[config.mk]
export PLATFORM = sky130hd
export DESIGN_NAME = dcache_ctrl
export DESIGN_NICKNAME = d
export VERILOG_FILES = /design/src/common/dcache_pkg.sv /design/src/dcache/dcache_ctrl.sv
export VERILOG_INCLUDE_DIRS = /design/src /design/src/common
export SDC_FILE = /design/constraint.sdc
export NUM_CORES = 1
export LEC_CHECK = 0
export ABC_AREA = 1
export BUFFER_PORTS_ARGS = -buffer_cell sky130_fd_sc_hd__buf_4
export CORE_MARGIN = 2
export CORE_UTILIZATION = 37
export CTS_CLUSTER_DIAMETER = 100
export CTS_CLUSTER_SIZE = 30
export DETAILED_ROUTE_END_ITERATION = 10
export GPL_ROUTABILITY_DRIVEN = 1
export PLACE_DENSITY = 0.77
export SLEW_MARGIN = 20
export SYNTH_ARGS = -nofsm -noshare
export SYNTH_HDL_FRONTEND = slang
export SYNTH_SLANG_ARGS = --single-unit
[constraint.sdc]
create_clock -name clk -period 9.35 [get_ports clk]
set_clock_uncertainty 0.05 [all_clocks]
set_input_delay 1.87 -clock clk [delete_from_list [all_inputs] [get_ports clk]]
set_output_delay 1.87 -clock clk [all_outputs]
set_load 0.02 [all_outputs]
[src/common/dcache_settings.svh]
////////////////////
// data cache geometry
// widths and sizes shared by the package and the storage arrays
////////////////////
`ifndef DCACHE_SETTINGS_SVH
`define DCACHE_SETTINGS_SVH

`define DCACHE_ADDR_W      32 // byte address
`define DCACHE_WORD_W      32
// one lru bit per set only covers two ways
`define DCACHE_WAYS        2
`define DCACHE_SETS        16 // small so evictions come quickly
`define DCACHE_LINE_WORDS  4

`endif

[src/common/dcache_pkg.sv]
////////////////////
// data cache types
// field widths, request structs and controller states
////////////////////
`include "dcache_settings.svh"

package dcache_pkg;

    localparam int BYTE_OFF_W = $clog2(`DCACHE_WORD_W / 8);
    localparam int WORD_SEL_W = $clog2(`DCACHE_LINE_WORDS);
    localparam int INDEX_W    = $clog2(`DCACHE_SETS);
    localparam int TAG_W      = `DCACHE_ADDR_W - INDEX_W - WORD_SEL_W - BYTE_OFF_W;
    localparam int WAY_W      = $clog2(`DCACHE_WAYS);

    typedef logic [`DCACHE_ADDR_W-1:0]   addr_t;
    typedef logic [`DCACHE_WORD_W-1:0]   word_t;
    typedef logic [`DCACHE_WORD_W/8-1:0] strb_t;
    typedef logic [TAG_W-1:0]            tag_t;
    typedef logic [INDEX_W-1:0]          index_t;
    typedef logic [WORD_SEL_W-1:0]       word_sel_t;
    typedef logic [WAY_W-1:0]            way_t;

    // cpu load/store request
    typedef struct packed {
        logic  write;
        addr_t addr;
        word_t wdata;
        strb_t wstrb;
    } cpu_req_t;

    // one word beat towards memory
    typedef struct packed {
        logic  write;
        addr_t addr;   // word aligned
        word_t wdata;
    } mem_req_t;

    typedef enum logic [2:0] {
        IDLE,
        LOOKUP,
        WRITEBACK,
        REFILL_REQ,
        REFILL_RESP,
        REPLAY
    } ctrl_state_t;

endpackage

[src/dcache/dcache_ctrl.sv]
////////////////////
// dcache controller
// accepts one request, completes hits, runs write-back and refill
////////////////////
`timescale 1ns/1ps
`include "dcache_settings.svh"

module dcache_ctrl (
    input  logic                  clk,
    input  logic                  rst_n,
    input  logic                  cpu_req_valid,
    input  dcache_pkg::cpu_req_t  cpu_req,
    output logic                  cpu_req_ready,
    output logic                  cpu_resp_valid,
    output logic                  mem_req_valid,
    output dcache_pkg::mem_req_t  mem_req,
    input  logic                  mem_req_ready,
    input  logic                  mem_resp_valid,
    input  logic                  hit,
    input  dcache_pkg::way_t      hit_way,
    input  dcache_pkg::way_t      victim_way,
    input  logic                  victim_dirty,
    input  dcache_pkg::tag_t      victim_tag,
    input  dcache_pkg::word_sel_t beat,
    input  logic                  last_beat,
    output logic                  beat_clear,
    output logic                  beat_advance,
    output dcache_pkg::index_t    index,
    output dcache_pkg::tag_t      tag,
    output dcache_pkg::word_sel_t word_sel,
    output dcache_pkg::strb_t     wstrb,
    output dcache_pkg::word_t     wdata,
    output logic                  tag_install,
    output logic                  lru_touch,
    output logic                  dirty_set,
    output logic                  data_we,
    output dcache_pkg::way_t      data_way,
    output logic                  data_src_mem
);
    import dcache_pkg::*;

    ctrl_state_t state, state_next;
    cpu_req_t    req_q;
    logic        in_transfer;
    tag_t        line_tag;

    always_ff @(posedge clk) begin
        if (!rst_n) begin
            state <= IDLE;
        end else begin
            state <= state_next;
        end
    end

    // request payload held until the response
    always_ff @(posedge clk) begin
        if (cpu_req_valid && cpu_req_ready) begin
            req_q <= cpu_req;
        end
    end

    assign tag   = req_q.addr[`DCACHE_ADDR_W-1 -: TAG_W];
    assign index = req_q.addr[BYTE_OFF_W+WORD_SEL_W +: INDEX_W];
    assign wstrb = req_q.wstrb;
    assign wdata = req_q.wdata;

    assign cpu_req_ready = (state == IDLE);
    assign beat_clear    = (state == IDLE); // counter starts from zero on every miss
    assign in_transfer   = (state == WRITEBACK) || (state == REFILL_REQ) || (state == REFILL_RESP);
    assign word_sel      = in_transfer ? beat : req_q.addr[BYTE_OFF_W +: WORD_SEL_W];
    assign data_way      = (state == LOOKUP) ? hit_way : victim_way;
    assign data_src_mem  = (state == REFILL_RESP);
    assign line_tag      = (state == WRITEBACK) ? victim_tag : tag;

    always_comb begin
        state_next     = state;
        cpu_resp_valid = 1'b0;
        mem_req_valid  = 1'b0;
        beat_advance   = 1'b0;
        data_we        = 1'b0;
        dirty_set      = 1'b0;
        lru_touch      = 1'b0;
        tag_install    = 1'b0;
        mem_req.write  = (state == WRITEBACK);
        mem_req.addr   = addr_t'({line_tag, index, beat, {BYTE_OFF_W{1'b0}}});
        mem_req.wdata  = '0; // line data is joined in at the top level
        case (state)
            IDLE: begin
                if (cpu_req_valid) state_next = LOOKUP;
            end
            LOOKUP: begin
                if (hit) begin
                    cpu_resp_valid = 1'b1;
                    lru_touch      = 1'b1;
                    data_we        = req_q.write; // byte merge of the store
                    dirty_set      = req_q.write;
                    state_next     = IDLE;
                end else begin
                    state_next = victim_dirty ? WRITEBACK : REFILL_REQ;
                end
            end
            WRITEBACK: begin
                mem_req_valid = 1'b1;
                if (mem_req_ready) begin
                    beat_advance = 1'b1;
                    if (last_beat) state_next = REFILL_REQ;
                end
            end
            REFILL_REQ: begin
                mem_req_valid = 1'b1;
                if (mem_req_ready) state_next = REFILL_RESP;
            end
            REFILL_RESP: begin
                if (mem_resp_valid) begin
                    data_we      = 1'b1;
                    beat_advance = 1'b1;
                    if (last_beat) begin
                        tag_install = 1'b1;
                        state_next  = REPLAY;
                    end else begin
                        state_next = REFILL_REQ; // next word only after this one
                    end
                end
            end
            REPLAY:  state_next = LOOKUP;
            default: state_next = IDLE;
        endcase
    end

endmodule

==> results.sh <==
export IMPL_n_antenna_cell=0
export IMPL_ys_types=22
export IMPL_peakVddDrop_uv=140
export IMPL_ff_latch_area_sq_um=2070
export IMPL_clock_root_buffer="clkbuf_8"
export IMPL_avgRoutedWirePerCell_um=14.3
export IMPL_postCtsResizedCells=0
export IMPL_crit_fanout=3
export IMPL_grt_pass1_wl_mm=11.6
export IMPL_hold_path_depth=2
export IMPL_status="completed"
export IMPL_synth_edf_count=67
export IMPL_io_buffers=210
export IMPL_async_flop_share=0
export IMPL_yosysMostFrequentCell="buf_4"
export IMPL_grt_start_max_net_pins=51
export IMPL_worst_hold_slack_ns=0.569
export IMPL_crit_path_start_kind="input port"
export IMPL_clock_latency_ns=0.34
export IMPL_viasPerCell=4.36
export IMPL_hold_viol=0
export IMPL_synthTopCellsByCount="buf_4 (106), nand2_1 (91), edfxtp_1 (67), inv_1 (11), nand3_1 (5)"
export IMPL_core_rowCount=35
export IMPL_initial_core_util=0.379
export IMPL_area_delta_synth_final_pct=36.0
export IMPL_crit_type="input port to output port"
export IMPL_ys_ff_latch=70
export IMPL_p_leak_uw=0.00228
export IMPL_num_vias=2495
export IMPL_antenna_found_initial=0
export IMPL_cp_end_kind="output port"
export IMPL_ys_top_cells_by_area="edfxtp_1 (58%), buf_4 (23%), nand2_1 (9.9%)"
export IMPL_totalPowerFinal_uw=913
export IMPL_cts_hold_buf=0
export IMPL_power_density_nw_per_um2=194
export IMPL_fmax_ghz=0.229
export IMPL_arrival_ns=2.46
export IMPL_netlist_instances=312
export IMPL_yosysSeqAreaShare=0.598
export IMPL_tritoncts="done"
export IMPL_drc=0
export IMPL_finalSetupViolations=0
export IMPL_drive_above_1_share=0.516
export IMPL_dr_pass1_iters=5
export IMPL_yosysWarnings=0
export IMPL_final_area_sq_um=4710
export IMPL_track_usage=0.154
export IMPL_fp_dieH_um=101
export IMPL_die_area_sq_um=10200
export IMPL_gp_congestion=0.770
export IMPL_cts_setup_buffers=0
export IMPL_synth_top_area_frac=0.581
export IMPL_core_sq_um=9150
export IMPL_regToRegSetupSlack_ns=7.60
export IMPL_htree_num_levels=3
export IMPL_syn_area_sq_um=3460
export IMPL_cp_required_ns=7.43
export IMPL_cts_sinks=70
export IMPL_syn_avg_cell_area_sq_um=11.1
export IMPL_fill_cells=765
export IMPL_die_x_um=101
export IMPL_clk_transition_reported_paths_ns=0.08
export IMPL_cap_violations=0
export IMPL_synth_largest_area_cell="edfxtp_1"
export IMPL_cts_made_buffers=9
export IMPL_tightest_slew_ns=0.614
export IMPL_hold_path_class="flop to flop"
export IMPL_place_hpwl_mm=6.45
export IMPL_final_antenna_net_count=0
export IMPL_wl_mm=8.16
export IMPL_grt_overflow_total=0
export IMPL_fin_crit_sh=0.468
export IMPL_drtIter0Drc=41
export IMPL_setup_tns_ns=0
export IMPL_grt_pass1_vias=2399
export IMPL_slew_headroom=0.590
export IMPL_place_area_sq_um=4490
export IMPL_drv_slew=0
export IMPL_rsz0062_at_grt="no"
export IMPL_fin_crit_ns=4.38
export IMPL_nets=562
export IMPL_synth_flop_cell="edfxtp_1"
export IMPL_cts_path_max_buffers=2
export IMPL_io_pins=247
export IMPL_multiInputGateArea_sq_um=636
export IMPL_reg2reg_depth=2
==> metrics by stage <==
stage	setup WS, ns	util	instances
after floorplan	0.417	-	345
after global placement	4.95	0.491	557
after detailed placement	4.94	0.491	557
after CTS	4.94	0.515	572
after global routing	4.88	0.515	572
final	4.97	0.515	572
==> final cells by class <==
class	count	area share
Multi-Input combinational cell	151	0.135
Timing Repair Buffer	212	0.338
Inverter	13	0.0114
Tap cell	111	0.0295
Sequential cell	70	0.440
Clock buffer	9	0.0263
Clock inverter	6	0.0202
==> path summary, 6_finish.rpt <==
check,start,end
hold / removal,state[1],state[1]
setup reg to reg,state[1],wdata[3]
hold reg to reg,state[1],state[1]
setup / recovery,hit,data_we
==> critical path: stages <==
cell     delay, ns
buf_4         0.08
inv_1         0.05
nor2_2        0.14
nand2_1       0.10
nand2_1       0.07
buf_4         0.13
==> cells in the final DEF, fill, tap and decap left out, drive strengths merged, types with 4 or more instances in the layout <==
cell / synthesis / routed
nor2: 8 / 8
o21ai: 4 / 4
nand2: 92 / 92
buf: 111 / 212
conb: 1 / 34
edfxtp: 67 / 67
inv: 12 / 14
nand3: 5 / 5
clkbuf: 0 / 9
==> kinds of logic after synthesis <==
| group | after synthesis | share of synthesized area |
|---|---|---|
| flops | 70 | 0.598 |
| other cells | 1 | 0.00108 |
| simple gates | 107 | 0.125 |
| mux | 2 | 0.00650 |
| buf+inv | 124 | 0.256 |
| compound gates | 8 | 0.0130 |
==> registers in the layout, indices dropped and copies added (netlist names) <==
| register | cells |
|---|---|
| index | 4 |
| req_q | 3 |
| state | 3 |
| tag | 24 |
| wdata | 32 |
| wstrb | 4 |
==> routing by layer <==
layer  track usage  vias up  wire [um]
met3        0.0638       15        829
met1         0.151     1161       2610
li1              -     1157          -
met4        0.0727        0        170
met2         0.279      162       4550
met5             0        -          0
==> report_power, final <==
group | switching, uW | total (uW) | internal [uW] | leakage [uW]
registers | 13.7 | 397 | 383 | 0.000664
logic | 145 | 246 | 101 | 0.00151
clock network | 118 | 270 | 152 | 0.000110
total | 277 | 913 | 636 | 0.00228
No activity file was read; power rests on OpenSTA's default activity.
